$ cat config.mk
export PLATFORM = sky130hd
export DESIGN_NAME = opQueue
export DESIGN_NICKNAME = d
export VERILOG_FILES = /design/src/source/execPkg.sv /design/src/source/opQueue.sv
export VERILOG_INCLUDE_DIRS = /design/src /design/src/source
export SDC_FILE = /design/constraint.sdc
export NUM_CORES = 1
export LEC_CHECK = 0
export ABC_AREA = 0
export BUFFER_PORTS_ARGS = -buffer_cell sky130_fd_sc_hd__buf_2
export CORE_ASPECT_RATIO = 1.75
export CORE_MARGIN = 4
export CORE_UTILIZATION = 56
export DETAILED_ROUTE_END_ITERATION = 10
export GPL_TIMING_DRIVEN = 0
export HOLD_SLACK_MARGIN = 0.02
export PLACE_DENSITY = 0.78
export SLEW_MARGIN = 25
export SYNTH_ARGS = -nofsm -noshare
export SYNTH_HDL_FRONTEND = slang
export SYNTH_SLANG_ARGS = --single-unit
$ cat constraint.sdc
create_clock -name clk -period 9.58 [get_ports clk]
set_clock_uncertainty 0.05 [all_clocks]
set_input_delay 0.479 -clock clk [delete_from_list [all_inputs] [get_ports clk]]
set_output_delay 0.479 -clock clk [all_outputs]
set_load 0.05 [all_outputs]
$ cat src/source/exec_cfg.svh
`ifndef EXEC_CFG_SVH
`define EXEC_CFG_SVH

`define EXEC_XLEN      64
`define EXEC_QDEPTH    4
`define EXEC_DIV_STEPS `EXEC_XLEN

`endif

$ cat src/source/execPkg.sv
`include "exec_cfg.svh"

package execPkg;

    typedef logic [`EXEC_XLEN-1:0] xword_t;
    typedef logic [31:0] inst_t;
    typedef logic [7:0] wmask_t;
    typedef logic [3:0] rdnum_t; // load bytes: 0, 1, 2, 4 or 8

    typedef enum logic [4:0] {
        ALU_NONE,
        ALU_ADD,
        ALU_SUB,
        ALU_XOR,
        ALU_OR,
        ALU_AND,
        ALU_SLL,
        ALU_SRL,
        ALU_SRA,
        ALU_SLT,
        ALU_SLTU,
        ALU_MUL,
        ALU_DIV,
        ALU_DIVU,
        ALU_REM,
        ALU_REMU,
        ALU_RETB // pass b through, lui
    } aluOp_t;

    typedef enum logic {SELA_PC, SELA_RS1} selA_t;
    typedef enum logic {SELB_IMM, SELB_RS2} selB_t;

    typedef enum logic [1:0] {WB_ALU, WB_LINK, WB_WORD, WB_NONE} wbSel_t;

    typedef enum logic [2:0] {
        BR_NEVER, BR_ALWAYS, BR_EQ, BR_NE, BR_LT, BR_GE, BR_LTU, BR_GEU
    } brCond_t;

    typedef enum logic [1:0] {DIV_IDLE, DIV_RUN, DIV_DONE} divState_t;

endpackage

$ cat src/source/opQueue.sv
`include "exec_cfg.svh"

module opQueue (
    input  logic clk,
    input  logic rst,
    input  logic decValid,
    input  logic pop,
    input  execPkg::aluOp_t decAluOp,
    input  execPkg::selA_t decSelA,
    input  execPkg::selB_t decSelB,
    input  execPkg::wbSel_t decWbSel,
    input  execPkg::brCond_t decBrCond,
    input  logic decJumpReg, decRdWrite, decMemRead,
    input  execPkg::wmask_t decMemWriteMask,
    input  execPkg::rdnum_t decReadNum,
    input  logic decLoadSext, decShift32, decIllegal,
    input  execPkg::xword_t decImm, decRs1, decRs2, decPc,
    output logic headValid,
    output logic queueFull,
    output logic overflowErr,
    output execPkg::aluOp_t headAluOp,
    output execPkg::selA_t headSelA,
    output execPkg::selB_t headSelB,
    output execPkg::wbSel_t headWbSel,
    output execPkg::brCond_t headBrCond,
    output logic headJumpReg, headRdWrite, headMemRead,
    output execPkg::wmask_t headMemWriteMask,
    output execPkg::rdnum_t headReadNum,
    output logic headLoadSext, headShift32, headIllegal,
    output execPkg::xword_t headImm, headRs1, headRs2, headPc
);
    import execPkg::*;

    localparam int PW = $clog2(`EXEC_QDEPTH);
    localparam int CW = $clog2(`EXEC_QDEPTH + 1);

    typedef struct packed {
        aluOp_t aluOp;
        selA_t selA;
        selB_t selB;
        wbSel_t wbSel;
        brCond_t brCond;
        logic jumpReg;
        logic rdWrite;
        logic memRead;
        wmask_t memWriteMask;
        rdnum_t readNum;
        logic loadSext;
        logic shift32;
        logic illegal;
        xword_t imm;
        xword_t rs1;
        xword_t rs2;
        xword_t pc;
    } opRec_t;

    opRec_t mem [`EXEC_QDEPTH];
    opRec_t head;
    logic [PW-1:0] wrPtr, rdPtr;
    logic [CW-1:0] count;
    logic doWrite;

    assign doWrite = decValid && (count != CW'(`EXEC_QDEPTH) || pop);
    assign headValid = count != '0;
    // entry still in decode counts against the depth
    assign queueFull = (32'(count) + 32'(decValid)) >= `EXEC_QDEPTH;

    assign head = mem[rdPtr];
    assign headAluOp = head.aluOp;
    assign headSelA = head.selA;
    assign headSelB = head.selB;
    assign headWbSel = head.wbSel;
    assign headBrCond = head.brCond;
    assign headJumpReg = head.jumpReg;
    assign headRdWrite = head.rdWrite;
    assign headMemRead = head.memRead;
    assign headMemWriteMask = head.memWriteMask;
    assign headReadNum = head.readNum;
    assign headLoadSext = head.loadSext;
    assign headShift32 = head.shift32;
    assign headIllegal = head.illegal;
    assign headImm = head.imm;
    assign headRs1 = head.rs1;
    assign headRs2 = head.rs2;
    assign headPc = head.pc;

    always_ff @(posedge clk) begin
        if (rst) begin
            wrPtr <= '0;
            rdPtr <= '0;
            count <= '0;
            overflowErr <= 1'b0;
        end else begin
            if (doWrite) wrPtr <= wrPtr + 1'b1; // depth is a power of two
            if (pop) rdPtr <= rdPtr + 1'b1;
            count <= count + CW'(doWrite) - CW'(pop);
            if (decValid && !doWrite) overflowErr <= 1'b1; // sticky
        end
    end

    always_ff @(posedge clk) begin
        if (doWrite) begin
            mem[wrPtr] <= {decAluOp, decSelA, decSelB, decWbSel, decBrCond, decJumpReg,
                           decRdWrite, decMemRead, decMemWriteMask, decReadNum, decLoadSext,
                           decShift32, decIllegal, decImm, decRs1, decRs2, decPc};
        end
    end

endmodule

==> impl_metrics.py <==
metrics = {
    "status": {
        "status": "complete, no violations",
    },
    "critical_path": {
        "path_delay_family": "buffers and inverters",
        "crit_buf_inv": 4,
        "arrival_ns": 3.06,
        "cp_slowest_stage_delay_ns": 0.77,
        "crit_path_start_kind": "flop",
        "path_cells": "buf_2 > clkbuf_1 > buf_2 > mux4_1 > buf_2",
        "endpoint_kind": "output port",
        "crit_fanout": 10,
        "slowest_stage": "clkbuf_1",
        "crit_type": "reg2out",
        "worstPathRequired_ns": 9.05,
        "cp_common_cell": "buf_2",
    },
    "synth": {
        "yosys-top-cells-area": "edfxtp_1 (82%), mux4_2 (11%), mux4_1 (5.1%)",
        "synth.most_common_cell": "edfxtp_1",
        "ys_ff_latch": 1154,
        "syn_nets": 1845,
        "synth.cell_area_sq_um": 42110,
        "yosys_warnings": 0,
        "yosysTopAreaCell": "edfxtp_1",
        "seq_area_frac_synth": 0.8206,
        "yosysUniqueCellTypes": 27,
        "syn_area_per_cell_sq_um": 27.22,
        "synth_edf_count": 1144,
        "ys.flop_type": "edfxtp_1",
        "yosysTopAreaCellShare": 0.8158,
        "synthTopCellsByCount": "edfxtp_1 (1144), mux4_2 (205), mux4_1 (81)",
        "synth_async_sr_flop_share": 0,
        "netlist_instances": 1547,
    },
    "power": {
        "power.density_nw_per_um2": 230.5,
        "power_w": 0.01218,
        "vdd_ir_drop_max_uv": 303.5,
        "leakage_nw": 18.14,
    },
    "drt": {
        "drt_pass1_iterations": 5,
        "drt_wl_total_microns": 99230,
        "wl_per_cell_microns": 27.83,
        "vias_per_cell": 5.874,
        "vias": 20950,
        "drc": 0,
        "drt_iter0_drc": 1998,
        "detail-route-antenna-nets": 0,
    },
    "floorplanning": {
        "fp.dieArea_sq_um": 79820,
        "initial_utilization": 0.5666,
        "die_y_microns": 370.8,
        "die_w_microns": 215.3,
        "fp-row-count": 132,
        "ioPinCount": 579,
        "core_area_sq_um": 74320,
    },
    "sta": {
        "tns_ns": 0,
        "drv_slew": 0,
        "maxSlewHeadroom": 0.3317,
        "final_hold_viol_count": 0,
        "finalSetupViolCount": 0,
        "rsz0062_at_grt": "no",
        "period_needed_ns": 3.586,
        "worst_pin_slew_ns": 1.003,
        "fmax_mhz": 278.9,
        "fin_crit_sh": 0.3743,
    },
    "cts": {
        "clkSlewWorstSetupHoldPaths_ns": 0.07,
        "clk_path_buf_depth": 3,
        "post_cts.repair.setup_buffers": 0,
        "clk_latency_ns": 0.66,
        "tritoncts": "done",
        "htree_levels": 3,
        "clock-root-buffer": "clkbuf_16",
        "clock-sinks": 1154,
        "numCtsBuffers": 96,
    },
    "global_routing": {
        "grt_start_max_net_pins": 46,
        "grt_pass1_wl_microns": 148100,
        "grt_util_met2": 0.4293,
        "antenna_found_initial": 18,
        "grt-ovfl-total": 0,
        "grt_use_met3": 0.07220,
        "groute.usage.overall": 0.2497,
        "grt_busiest_layer": "met2",
        "grtUsageMet1": 0.3068,
        "grt_pass1_vias": 22700,
    },
    "worst_hold_path": {
        "hold_path.class": "in2reg",
    },
    "layout": {
        "drive_gt1_frac": 0.3876,
        "area_growth_pct": 25.49,
        "nNetsFinal": 2837,
    },
    "job": {
        "maxCapViolCount": 0,
    },
    "placement": {
        "gp_congestion": 0.7847,
        "io_buffers": 578,
        "dp_hpwl_microns": 60360,
    },
}
repair_timing:
action	4_1_cts	5_1_grt
resized for setup	0	0
hold endpoints to repair	1144	0
hold buffers	286	0
layout by cell type (no fill, tap or decap), types with 7 or more instances in the layout:
master            n
buf_12           17
buf_16           13
buf_2           608
buf_6            25
bufinv_16         7
clkbuf_1         27
clkbuf_16        97
clkinv_1         20
clkinv_2         13
clkinvlp_4       12
dfxtp_1          10
diode_2           9
dlygate4sd3_1   286
edfxtp_1       1144
ha_1              7
mux4_1           81
mux4_2          205
nor2_1            8
area by class of cell:
| cell class | instances | area (sq um) |
|---|---|---|
| antenna | 9 | 22.52 |
| multi-input combinational | 323 | 7043 |
| clock buffer | 117 | 2502 |
| timing repair buffer | 894 | 6454 |
| buffer | 65 | 503.0 |
| fill | 4127 | 21480 |
| tap | 938 | 1174 |
| clock inverter | 61 | 570.5 |
| inverter | 5 | 18.77 |
| sequential | 1154 | 34550 |
sequential cells by signal, indices dropped and copies added, names as in the netlist, named ones only:
name / flops
count: 3
mem: 1144
overflowErr: 1
rdPtr: 2
wrPtr: 2
per-layer routing:
metal | vias to the layer above | routed length [microns]
met3 | 182 | 8628
li1 | 8816 | -
met2 | 994 | 52210
met1 | 10940 | 35090
met5 | - | 108
met4 | 16 | 3182
worst paths after layout:
kind         slack, ns     endpoint         from  cells after the start
max               5.99  headImm[25]         flop                      5
min reg2reg       0.47  overflowErr  overflowErr                      2
max reg2reg       6.73  mem[0][186]     count[1]                      7
min               0.08     wrPtr[1]          rst                      3
cell families (layout without fill, tap and decap cells):
family,count (synthesis),in the layout,synth area share
buf+inv,70,1142,0.01239
xor+xnor,3,3,0.0006241
flops,1154,1154,0.8206
compound gates,3,3,0.0004158
other cells,0,9,0
fa+ha+maj,8,8,0.002555
simple gates,21,21,0.002734
mux,288,288,0.1607
per-stage QoR:
| stage | area [sq um] | hold slack (ns) | std cells | util | worst slack (ns) |
|---|---|---|---|---|---|
| finish | 52840 | 0.07705 | 3566 | 0.7110 | 5.994 |
| global route | 52840 | 0.05883 | 3565 | 0.7109 | 5.840 |
| global placement | 46170 | 0.4177 | 3063 | 0.6213 | -3.496 |
| CTS | 52820 | 0.02391 | 3557 | 0.7107 | 5.832 |
| floorplan | 42110 | 0.4320 | 1547 | - | 1.559 |
| detailed placement | 46880 | 0.4355 | 3093 | 0.6308 | 6.572 |
worst min-delay path: stages:
cell and delay [ns]:
buf_2 0.09, nand2b_1 0.09, mux2i_1 0.07
where the power goes:
group | leakage, nW | switching [W] | internal, W
clock | 1.46 | 0.00175 | 0.00207
sequential | 10.6 | 0.0000981 | 0.00596
combinational | 6.11 | 0.00159 | 0.000701
total | 18.1 | 0.00345 | 0.00873
Note: power is estimated with default switching activity, not from simulation.
