--- src/source/exec_cfg.svh ---
`ifndef EXEC_CFG_SVH
`define EXEC_CFG_SVH

`define EXEC_XLEN      64
`define EXEC_QDEPTH    4
`define EXEC_DIV_STEPS `EXEC_XLEN

`endif

--- src/source/execPkg.sv ---
`include "exec_cfg.svh"

package execPkg;

    typedef logic [`EXEC_XLEN-1:0] xword_t;
    typedef logic [31:0] inst_t;
    typedef logic [7:0] wmask_t;
    typedef logic [3:0] rdnum_t; // load bytes: 0, 1, 2, 4 or 8

    typedef enum logic [4:0] {
        ALU_NONE,
        ALU_ADD,
        ALU_SUB,
        ALU_XOR,
        ALU_OR,
        ALU_AND,
        ALU_SLL,
        ALU_SRL,
        ALU_SRA,
        ALU_SLT,
        ALU_SLTU,
        ALU_MUL,
        ALU_DIV,
        ALU_DIVU,
        ALU_REM,
        ALU_REMU,
        ALU_RETB // pass b through, lui
    } aluOp_t;

    typedef enum logic {SELA_PC, SELA_RS1} selA_t;
    typedef enum logic {SELB_IMM, SELB_RS2} selB_t;

    typedef enum logic [1:0] {WB_ALU, WB_LINK, WB_WORD, WB_NONE} wbSel_t;

    typedef enum logic [2:0] {
        BR_NEVER, BR_ALWAYS, BR_EQ, BR_NE, BR_LT, BR_GE, BR_LTU, BR_GEU
    } brCond_t;

    typedef enum logic [1:0] {DIV_IDLE, DIV_RUN, DIV_DONE} divState_t;

endpackage

--- src/source/instDecoder.sv ---
module instDecoder (
    input  logic clk,
    input  logic rst,
    input  logic instValid,
    input  execPkg::inst_t inst,
    input  execPkg::xword_t imm, rs1, rs2, pc,
    output logic decValid,
    output execPkg::aluOp_t decAluOp,
    output execPkg::selA_t decSelA,
    output execPkg::selB_t decSelB,
    output execPkg::wbSel_t decWbSel,
    output execPkg::brCond_t decBrCond,
    output logic decJumpReg, decRdWrite, decMemRead,
    output execPkg::wmask_t decMemWriteMask,
    output execPkg::rdnum_t decReadNum,
    output logic decLoadSext, decShift32, decIllegal,
    output execPkg::xword_t decImm, decRs1, decRs2, decPc
);
    import execPkg::*;

    logic [6:0] opCode;
    logic [6:0] funct7;
    logic [2:0] funct3;
    aluOp_t aluOp;
    selA_t selA;
    selB_t selB;
    wbSel_t wbSel;
    brCond_t brCond;
    wmask_t memWriteMask;
    rdnum_t readNum;
    logic jumpReg, rdWrite, memRead, loadSext, shift32, bad;

    assign opCode = inst[6:0];
    assign funct7 = inst[31:25];
    assign funct3 = inst[14:12];

    always_comb begin
        aluOp = ALU_NONE;
        selA = SELA_RS1;
        selB = SELB_IMM;
        wbSel = WB_NONE;
        brCond = BR_NEVER;
        jumpReg = 1'b0;
        rdWrite = 1'b0;
        memRead = 1'b0;
        memWriteMask = '0;
        readNum = '0;
        loadSext = 1'b0;
        shift32 = 1'b0;
        bad = 1'b0;
        case (opCode)
            7'b0110011: begin // R type
                selB = SELB_RS2;
                wbSel = WB_ALU;
                rdWrite = 1'b1;
                case ({funct7, funct3})
                    10'b0000000_000: aluOp = ALU_ADD;
                    10'b0100000_000: aluOp = ALU_SUB;
                    10'b0000000_001: aluOp = ALU_SLL;
                    10'b0000000_010: aluOp = ALU_SLT;
                    10'b0000000_011: aluOp = ALU_SLTU;
                    10'b0000000_100: aluOp = ALU_XOR;
                    10'b0000000_101: aluOp = ALU_SRL;
                    10'b0100000_101: aluOp = ALU_SRA;
                    10'b0000000_110: aluOp = ALU_OR;
                    10'b0000000_111: aluOp = ALU_AND;
                    10'b0000001_000: aluOp = ALU_MUL;
                    10'b0000001_100: aluOp = ALU_DIV;
                    10'b0000001_101: aluOp = ALU_DIVU;
                    10'b0000001_110: aluOp = ALU_REM;
                    10'b0000001_111: aluOp = ALU_REMU;
                    default: bad = 1'b1; // mulh family not supported
                endcase
            end
            7'b0010011: begin // I type
                wbSel = WB_ALU;
                rdWrite = 1'b1;
                case (funct3)
                    3'b000: aluOp = ALU_ADD;
                    3'b010: aluOp = ALU_SLT;
                    3'b011: aluOp = ALU_SLTU;
                    3'b100: aluOp = ALU_XOR;
                    3'b110: aluOp = ALU_OR;
                    3'b111: aluOp = ALU_AND;
                    3'b001: begin
                        if (funct7[6:1] == 6'h00) aluOp = ALU_SLL;
                        else bad = 1'b1;
                    end
                    default: begin // 3'b101, shamt takes funct7[0]
                        case (funct7[6:1])
                            6'h00: aluOp = ALU_SRL;
                            6'h10: aluOp = ALU_SRA;
                            default: bad = 1'b1;
                        endcase
                    end
                endcase
            end
            7'b0111011: begin // word register forms
                selB = SELB_RS2;
                wbSel = WB_WORD;
                rdWrite = 1'b1;
                case ({funct7, funct3})
                    10'b0000000_000: aluOp = ALU_ADD;
                    10'b0100000_000: aluOp = ALU_SUB;
                    10'b0000000_001: aluOp = ALU_SLL;
                    10'b0000000_101: begin
                        aluOp = ALU_SRL;
                        shift32 = 1'b1;
                    end
                    10'b0100000_101: begin
                        aluOp = ALU_SRA;
                        shift32 = 1'b1;
                    end
                    10'b0000001_000: aluOp = ALU_MUL;
                    10'b0000001_100: aluOp = ALU_DIV;
                    10'b0000001_101: aluOp = ALU_DIVU;
                    10'b0000001_110: aluOp = ALU_REM;
                    10'b0000001_111: aluOp = ALU_REMU;
                    default: bad = 1'b1;
                endcase
            end
            7'b0011011: begin // word immediate forms
                wbSel = WB_WORD;
                rdWrite = 1'b1;
                case ({funct7, funct3})
                    10'b0000000_001: aluOp = ALU_SLL;
                    10'b0000000_101: begin
                        aluOp = ALU_SRL;
                        shift32 = 1'b1;
                    end
                    10'b0100000_101: begin
                        aluOp = ALU_SRA;
                        shift32 = 1'b1;
                    end
                    default: begin
                        if (funct3 == 3'b000) aluOp = ALU_ADD; // addiw, any imm
                        else bad = 1'b1;
                    end
                endcase
            end
            7'b0000011: begin // loads, address is rs1 + imm
                aluOp = ALU_ADD;
                wbSel = WB_ALU;
                rdWrite = 1'b1;
                memRead = 1'b1;
                readNum = rdnum_t'(4'b0001 << funct3[1:0]);
                loadSext = ~funct3[2];
                if (funct3 == 3'b111) bad = 1'b1;
            end
            7'b0100011: begin // stores
                aluOp = ALU_ADD;
                wbSel = WB_ALU;
                case (funct3)
                    3'b000: memWriteMask = 8'b0000_0001;
                    3'b001: memWriteMask = 8'b0000_0011;
                    3'b010: memWriteMask = 8'b0000_1111;
                    3'b011: memWriteMask = 8'b1111_1111;
                    default: bad = 1'b1;
                endcase
            end
            7'b0110111: begin // lui
                aluOp = ALU_RETB;
                wbSel = WB_ALU;
                rdWrite = 1'b1;
            end
            7'b0010111: begin // auipc
                aluOp = ALU_ADD;
                selA = SELA_PC;
                wbSel = WB_ALU;
                rdWrite = 1'b1;
            end
            7'b1101111: begin // jal
                wbSel = WB_LINK;
                brCond = BR_ALWAYS;
                rdWrite = 1'b1;
            end
            7'b1100111: begin // jalr
                wbSel = WB_LINK;
                brCond = BR_ALWAYS;
                jumpReg = 1'b1;
                rdWrite = 1'b1;
                if (funct3 != 3'b000) bad = 1'b1;
            end
            7'b1100011: begin // branches, compared in execute
                case (funct3)
                    3'b000: brCond = BR_EQ;
                    3'b001: brCond = BR_NE;
                    3'b100: brCond = BR_LT;
                    3'b101: brCond = BR_GE;
                    3'b110: brCond = BR_LTU;
                    3'b111: brCond = BR_GEU;
                    default: bad = 1'b1;
                endcase
            end
            default: bad = 1'b1;
        endcase
        if (bad) begin // illegal op must not write or touch memory
            aluOp = ALU_NONE;
            wbSel = WB_NONE;
            brCond = BR_NEVER;
            jumpReg = 1'b0;
            rdWrite = 1'b0;
            memRead = 1'b0;
            memWriteMask = '0;
            readNum = '0;
            loadSext = 1'b0;
            shift32 = 1'b0;
        end
    end

    always_ff @(posedge clk) begin
        if (rst) begin
            decValid <= 1'b0;
        end else begin
            decValid <= instValid;
        end
    end

    always_ff @(posedge clk) begin
        if (instValid) begin
            decAluOp <= aluOp;
            decSelA <= selA;
            decSelB <= selB;
            decWbSel <= wbSel;
            decBrCond <= brCond;
            decJumpReg <= jumpReg;
            decRdWrite <= rdWrite;
            decMemRead <= memRead;
            decMemWriteMask <= memWriteMask;
            decReadNum <= readNum;
            decLoadSext <= loadSext;
            decShift32 <= shift32;
            decIllegal <= bad;
            decImm <= imm;
            decRs1 <= rs1;
            decRs2 <= rs2;
            decPc <= pc;
        end
    end

endmodule

--- config.mk ---
export PLATFORM = sky130hd
export DESIGN_NAME = instDecoder
export DESIGN_NICKNAME = d
export VERILOG_FILES = /design/src/source/execPkg.sv /design/src/source/instDecoder.sv
export VERILOG_INCLUDE_DIRS = /design/src /design/src/source
export SDC_FILE = /design/constraint.sdc
export NUM_CORES = 1
export LEC_CHECK = 0
export BUFFER_PORTS_ARGS = -buffer_cell sky130_fd_sc_hd__buf_2
export CAP_MARGIN = 5
export CORE_AREA = 5 5 220 222
export DETAILED_ROUTE_END_ITERATION = 10
export DIE_AREA = 0 0 225 227
export HOLD_SLACK_MARGIN = 0.15
export PLACE_DENSITY = 0.47
export RECOVER_POWER = 25
export SYNTH_ARGS = -nofsm -noshare
export SYNTH_HDL_FRONTEND = slang
export SYNTH_SLANG_ARGS = --single-unit
export TNS_END_PERCENT = 100
--- constraint.sdc ---
create_clock -name clk -period 3.32 [get_ports clk]
set_clock_uncertainty 0.05 [all_clocks]
set_input_delay 0.332 -clock clk [delete_from_list [all_inputs] [get_ports clk]]
set_output_delay 0.332 -clock clk [all_outputs]
set_load 0.1 [all_outputs]
==> results of run 1 <==
==> layout make-up <==
class / count / area [um^2] / share of cell area [%]
clock inverter: 12 / 144 / 0.856
inverter: 10 / 37.5 / 0.223
tap: 607 / 759 / 4.52
multi-input combinational: 156 / 943 / 5.61
clock buffer: 46 / 960 / 5.71
sequential: 283 / 8490 / 50.5
timing repair buffer: 827 / 5480 / 32.6
antenna: 3 / 7.51 / 0.0446
==> timing repair <==
| action | in CTS | in global routing |
|---|---|---|
| hold buffers | 257 | 0 |
| hold endpoints to repair | 257 | 0 |
| setup endpoints to repair | 0 | 0 |
==> placed cells by master, fill, tap and decap left out, types with 2 or more instances in the layout <==
cell type / instances
or3_1: 2
clkinvlp_4: 2
buf_4: 5
bufinv_16: 3
diode_2: 3
nand3_1: 5
nor2_1: 28
edfxtp_1: 282
or2_2: 3
o21ai_0: 17
nor3_1: 10
a211o_1: 2
a21oi_1: 13
a31oi_1: 4
a21boi_0: 2
buf_2: 558
a211oi_1: 4
nand2_1: 14
clkinv_1: 4
and3_1: 2
nor4_2: 2
inv_1: 9
clkinv_2: 2
nor2b_1: 2
ha_1: 5
o22ai_1: 4
clkbuf_16: 37
nor3_2: 2
nand2b_1: 6
nor4_1: 4
dlygate4sd3_1: 257
clkbuf_1: 12
and2_1: 2
buf_12: 3
==> cells by family after synthesis <==
family / Yosys count / share of synthesized area (%)
DFF: 283 / 88.8
and+or+nand+nor: 88 / 4.80
AOI/OAI and AO/OA: 63 / 4.41
buffers and inverters: 28 / 1.34
adders and majority gates: 5 / 0.654
==> where the power goes <==
part	internal, mW	leakage, nW	total (mW)	switching, mW
clock network	2.26	0.530	3.68	1.42
registers	4.24	2.76	4.31	0.0692
logic	0.517	3.63	2.88	2.36
==> sequential cells by signal (all words and copies together) (netlist names) <==
| name | count |
|---|---|
| decSelA | 1 |
| decImm | 64 |
| decShift32 | 1 |
| decReadNum | 4 |
| decRs1 | 64 |
| decValid | 1 |
| decPc | 64 |
| decRdWrite | 1 |
| decJumpReg | 1 |
| decWbSel | 2 |
| decLoadSext | 1 |
| decBrCond | 3 |
| decMemRead | 1 |
| decSelB | 1 |
| decMemWriteMask | 4 |
| decIllegal | 1 |
| decRs2 | 64 |
| decAluOp | 5 |
==> stage by stage <==
stage / utilization [%] / hold slack [ns] / setup WS, ns
2_1_floorplan: - / 0.354 / 0.895
3_3_place_gp: 28.5 / 0.447 / 0.680
3_5_place_dp: 28.5 / 0.445 / 0.682
4_1_cts: 36.4 / 0.197 / 1.24
5_1_grt: 36.4 / 0.241 / 1.01
6_report: 36.4 / 0.253 / 1.15
==> per-layer routing <==
metal | vias up | wire length [um] | GRT usage, %
met5 | - | 0 | 0
met4 | 0 | 938 | 3.95
met3 | 60 | 3110 | 4.29
met2 | 338 | 19300 | 24.2
met1 | 3672 | 12500 | 13.9
li1 | 3539 | - | -
==> worst min path at each step <==
stage	from	endpoint	slack, ns
floorplan	rst	decValid	0.35
detailed placement	rst	decValid	0.45
global route	inst[3]	decJumpReg	0.24
global placement	rst	decValid	0.45
CTS	inst[6]	decWbSel[1]	0.20
finish	inst[3]	decJumpReg	0.25
==> flow_summary.json, run 1 <==
{
  "outcome": "complete, but fails checks",
  "failed_checks": "capacitance limit, slew limit",
  "max_freq_ghz": 0.461,
  "peakVddDrop_uv": 393,
  "setup_violations": 0,
  "area_delta_synth_final_pct": 75.9,
  "wirelength_um": 35800,
  "grt-ovfl-total": 0,
  "num-fill-cells": 4452,
  "syn_inst": 467,
  "p_leak_nw": 6.92,
  "slowest_stage": "buf_2",
  "synth_top_area_cell": "edfxtp_1",
  "clock_sinks": 283,
  "cp_num_cells": 10,
  "startpoint": "inst[14]",
  "cp_cell_sequence": "buf_2 > inv_1 > ha_1 > nor2_1 > a211o_1 > o22ai_1 > a211o_1 > a311o_1 > buf_4 > nor4_1",
  "post_cts_buffers": 0,
  "hold_depth": 2,
  "p_per_area_nw_per_um2": 646,
  "holdCritPathClass": "input pin to flop",
  "die_w_um": 225,
  "cap_violations": 1,
  "power_mw": 10.9,
  "slowest_delay_ns": 0.34,
  "finalNonFillerCells": 1944,
  "ctsResizeCount": 0,
  "grt_max_degree": 74,
  "drc_errors": 0,
  "cp-endpoint": "decReadNum[3]",
  "period_needed_ns": 2.17,
  "drt.antenna.violating_nets": 0,
  "critPathCaptureType": "flop",
  "drive_gt1_share_pct": 46.6,
  "crit_arrival_ns": 2.43,
  "rsz0062_at_grt": "false",
  "synth_most_common_cell": "edfxtp_1",
  "synth_seq_area_share_pct": 88.8,
  "routedWlPerCell_um": 18.4,
  "synth_edf_count": 282,
  "syn_nets": 763,
  "antenna_found_initial": 2,
  "dp_hpwl_um": 26700,
  "relSlewSlack_pct": -24.3,
  "required_ns": 3.58,
  "critPathMaxFanout": 23,
  "crit_type": "input pin to flop",
  "htree_levels": 2,
  "firstDrtPassIters": 7,
  "synth.top_cell.area_share_pct": 88.6,
  "initial_utilization_pct": 20.7,
  "cts_tree": "yes",
  "worstMarginPinSlew_ns": 1.86,
  "place.gp.congestion": 0.821,
  "die_h_um": 227,
  "numCtsBuffers": 35,
  "critPathMostFrequentCell": "a211o_1",
  "num_vias": 7609,
  "dp.cells": 1626,
  "ys_warn_count": 0,
  "grt_pass1_vias": 8201,
  "synthFlopType": "edfxtp_1",
  "fin_area_um2": 16800,
  "cp_top_family": "buffers and inverters",
  "ys_ff_latch": 283,
  "clock_path_buffers": 3,
  "track_usage_pct": 13.0,
  "synth_area_um2": 9560,
  "cts.clk_slew.worst_paths_ns": 0.05,
  "synthArstFlopShare_pct": 0,
  "dieArea_um2": 51100,
  "drtIter0Drc": 498,
  "tns_ns": 0,
  "core_um2": 46200,
  "rows": 79,
  "place_area_um2": 13100,
  "vias_per_cell": 3.91,
  "avgSynthCellArea_um2": 20.5,
  "yosys.cell_types.count": 51,
  "cts-root-buf": "clkbuf_16",
  "critical_path_buf_inv_count": 3,
  "final-max-slew-violation-count": 71,
  "fin_crit_sh_pct": 65.3,
  "nets": 1609,
  "io_pins": 578,
  "synth_area_leaders": "edfxtp_1 (89%), nor2_1 (1.1%), o21ai_0 (0.89%)",
  "worst_setup_path_start_kind": "input pin",
  "io_buffers": 562,
  "synthTopCellsByCount": "edfxtp_1 (282), nor2_1 (28), o21ai_0 (17)",
  "hold_viol_final": 0,
  "grt_first_pass_wirelength_um": 50000
}
(Power assumes the default switching activity.)
==> inputs of run 2 (changes only) <==
--- a/config.mk
+++ b/config.mk
@@ -6,11 +6,12 @@
 export SDC_FILE = /design/constraint.sdc
 export NUM_CORES = 1
 export LEC_CHECK = 0
+export ABC_AREA = 1
 export BUFFER_PORTS_ARGS = -buffer_cell sky130_fd_sc_hd__buf_2
 export CAP_MARGIN = 5
-export CORE_AREA = 5 5 220 222
+export CORE_AREA = 5 5 221 223
 export DETAILED_ROUTE_END_ITERATION = 10
-export DIE_AREA = 0 0 225 227
+export DIE_AREA = 0 0 226 228
 export HOLD_SLACK_MARGIN = 0.15
 export PLACE_DENSITY = 0.47
 export RECOVER_POWER = 25
==> constraint.sdc (replaced) <==
create_clock -name clk -period 2.1 [get_ports clk]
set_clock_uncertainty 0.05 [all_clocks]
set_input_delay 0.21 -clock clk [delete_from_list [all_inputs] [get_ports clk]]
set_output_delay 0.21 -clock clk [all_outputs]
set_load 0.1 [all_outputs]
==> flow_summary.json, run 2 <==
{
  "hp-start": "inst[2]",
  "critPathCaptureType": "flop",
  "nets": 1713,
  "grt-ovfl-total": 0,
  "cts_tree": "yes",
  "final_common_cell": "buf_2",
  "outcome": "complete, no violations",
  "synth_xor_area_share_pct": 0,
  "drtIter0Drc": 358,
  "clock_path_buffers": 3,
  "vias_per_cell": 3.84,
  "drt.antenna.violating_nets": 0,
  "cts-root-buf": "clkbuf_16",
  "htree_levels": 2,
  "routedWlPerCell_um": 18.3,
  "synthFlopType": "edfxtp_1",
  "synth_area_um2": 9640,
  "period_needed_ns": 1.93,
  "io_pins": 578,
  "synthMuxAreaShare_pct": 0,
  "yosys.cell_types.count": 20,
  "holdCritPathClass": "input pin to flop",
  "place.gp.congestion": 0.860,
  "synth.top_cell.area_share_pct": 87.8,
  "dieArea_um2": 51500,
  "crit_type": "input pin to flop",
  "yosys.area_share.simple_pct": 8.02,
  "ys_ff_latch": 283,
  "avgSynthCellArea_um2": 18.0,
  "drc_errors": 0,
  "worst_setup_path_start_kind": "input pin",
  "final_cell_mix": "buf_2 (553), edfxtp_1 (282), dlygate4sd3_1 (265)",
  "synth_top_area_cell": "edfxtp_1",
  "dp_hpwl_um": 28900,
  "grt_max_degree": 61,
  "crit_arrival_ns": 2.15,
  "hold_viol_final": 0,
  "critPathMaxFanout": 12,
  "grt_pass1_vias": 8578,
  "area_delta_synth_final_pct": 77.7,
  "synth_fa_ha_area_share_pct": 0.649,
  "rows": 79,
  "required_ns": 2.32,
  "synth_seq_area_share_pct": 88.0,
  "wirelength_um": 37700,
  "clock_sinks": 283,
  "core_um2": 46400,
  "cap_violations": 0,
  "num_vias": 7898,
  "syn_nets": 833,
  "p_leak_nw": 7.41,
  "tns_ns": 0,
  "final-max-slew-violation-count": 0,
  "hold_depth": 4,
  "syn_inst": 537,
  "synthArstFlopShare_pct": 0,
  "die_h_um": 228,
  "worstMarginPinSlew_ns": 0.684,
  "setup_violations": 0,
  "cts.clk_slew.worst_paths_ns": 0.06,
  "rsz0062_at_grt": "false",
  "max_freq_ghz": 0.517,
  "synth_area_leaders": "edfxtp_1 (88%), nand2_1 (2.8%), nor2_1 (2.6%)",
  "track_usage_pct": 13.7,
  "firstDrtPassIters": 6,
  "fin_area_um2": 17100,
  "min_to": "decWbSel[1]",
  "synthTopCellsByCount": "edfxtp_1 (282), nand2_1 (72), nor2_1 (66)",
  "initial_utilization_pct": 20.8,
  "post_cts_buffers": 0,
  "fin_crit_sh_pct": 92.1,
  "relSlewSlack_pct": 54.7,
  "synth_edf_count": 282,
  "p_per_area_nw_per_um2": 992,
  "drive_gt1_share_pct": 44.5,
  "peakVddDrop_uv": 693,
  "hold_slack_ns": 0.202,
  "synth_most_common_cell": "edfxtp_1",
  "grt_first_pass_wirelength_um": 53200,
  "place_area_um2": 13400,
  "numCtsBuffers": 34,
  "die_w_um": 226,
  "antenna_found_initial": 11,
  "synth_top_family_by_area": "simple AND/OR/NAND/NOR gates",
  "synth-compound-area-share_pct": 1.14,
  "ys_warn_count": 0,
  "io_buffers": 562
}
[run 2: cell types whose count changed after synthesis, moves of 4 or more]
cell	delta
nor4_1	-4
clkbuf_1	-13
nand2b_1	-6
o22ai_1	-4
o21ai_0	-10
inv_1	+30
nand2_1	+58
nand3_1	+20
nor3_1	-7
a211oi_1	-4
nand4_1	+4
nor2_1	+38
a31oi_1	-4
[run 2: how the worst max path moves through the flow]
stage,from,to,depth (start not counted)
3_3_place_gp,inst[12],decWbSel[0],10
2_1_floorplan,inst[14],decWbSel[0],12
4_1_cts,inst[12],decMemWriteMask[3],12
6_report,inst[13],decMemWriteMask[3],13
5_1_grt,inst[14],decMemWriteMask[3],14
3_5_place_dp,inst[12],decReadNum[0],11
[run 2: cell type report]
cell class                      count  area, um^2
Tap cell                          607         759
Inverter                           41         154
Clock buffer                       45         902
Timing Repair Buffer              852        5700
Clock inverter                     17         165
Multi-Input combinational cell    205         956
Antenna cell                        6        15.0
Fill cell                        4502       29200
Sequential cell                   283        8490
[run 2: worst max-delay path: stages]
cell           delay [ns]
dlygate4sd3_1        0.53
clkbuf_4             0.22
ha_1                 0.27
inv_1                0.09
nand2_1              0.05
nor2_1               0.23
nand2_1              0.09
nand2_1              0.07
nand2_1              0.04
nand2_1              0.10
nor2_4               0.08
nand3_2              0.11
nor2_1               0.06
[run 2: layer usage]
metal	wire length [um]	global-route usage [%]	vias to the layer above	part of all wire, %
li1	-	-	3727	-
met1	13500	14.4	3770	36
met2	19700	25.5	335	52
met3	3490	4.97	60	9.3
met4	955	4.26	6	2.5
met5	34	0	-	0.090
[run 2: timing repair]
action	in CTS	in global routing
resized for setup	0	5
endpoints found under the setup margin	0	9
hold buffers	265	0
endpoints found under the hold margin	295	0
[run 2: kinds of logic after synthesis]
kind of cell | count (synthesis)
AND/OR/NAND/NOR | 179
AO/OA/AOI/OAI | 21
buffers and inverters | 49
flip-flops | 283
adder cells (fa/ha/maj) | 5
[run 2: where the power goes]
| group | switching (mW) | leakage, nW | internal [mW] |
|---|---|---|---|
| Clock | 2.33 | 0.523 | 3.31 |
| Combinational | 3.74 | 4.12 | 0.825 |
| Sequential | 0.107 | 2.76 | 6.69 |
| Total | 6.18 | 7.41 | 10.8 |
[run 2: stage by stage]
step	worst slack [ns]	cells	total power, mW	utilization (%)
after floorplan	0.368	537	10.2	-
after global placement	0.185	1723	11.1	28.9
after detailed placement	0.114	1723	11.1	28.9
after CTS	0.146	2050	17.3	36.9
after global routing	0.0127	2056	17.6	37.0
final	0.167	2056	17.0	37.0
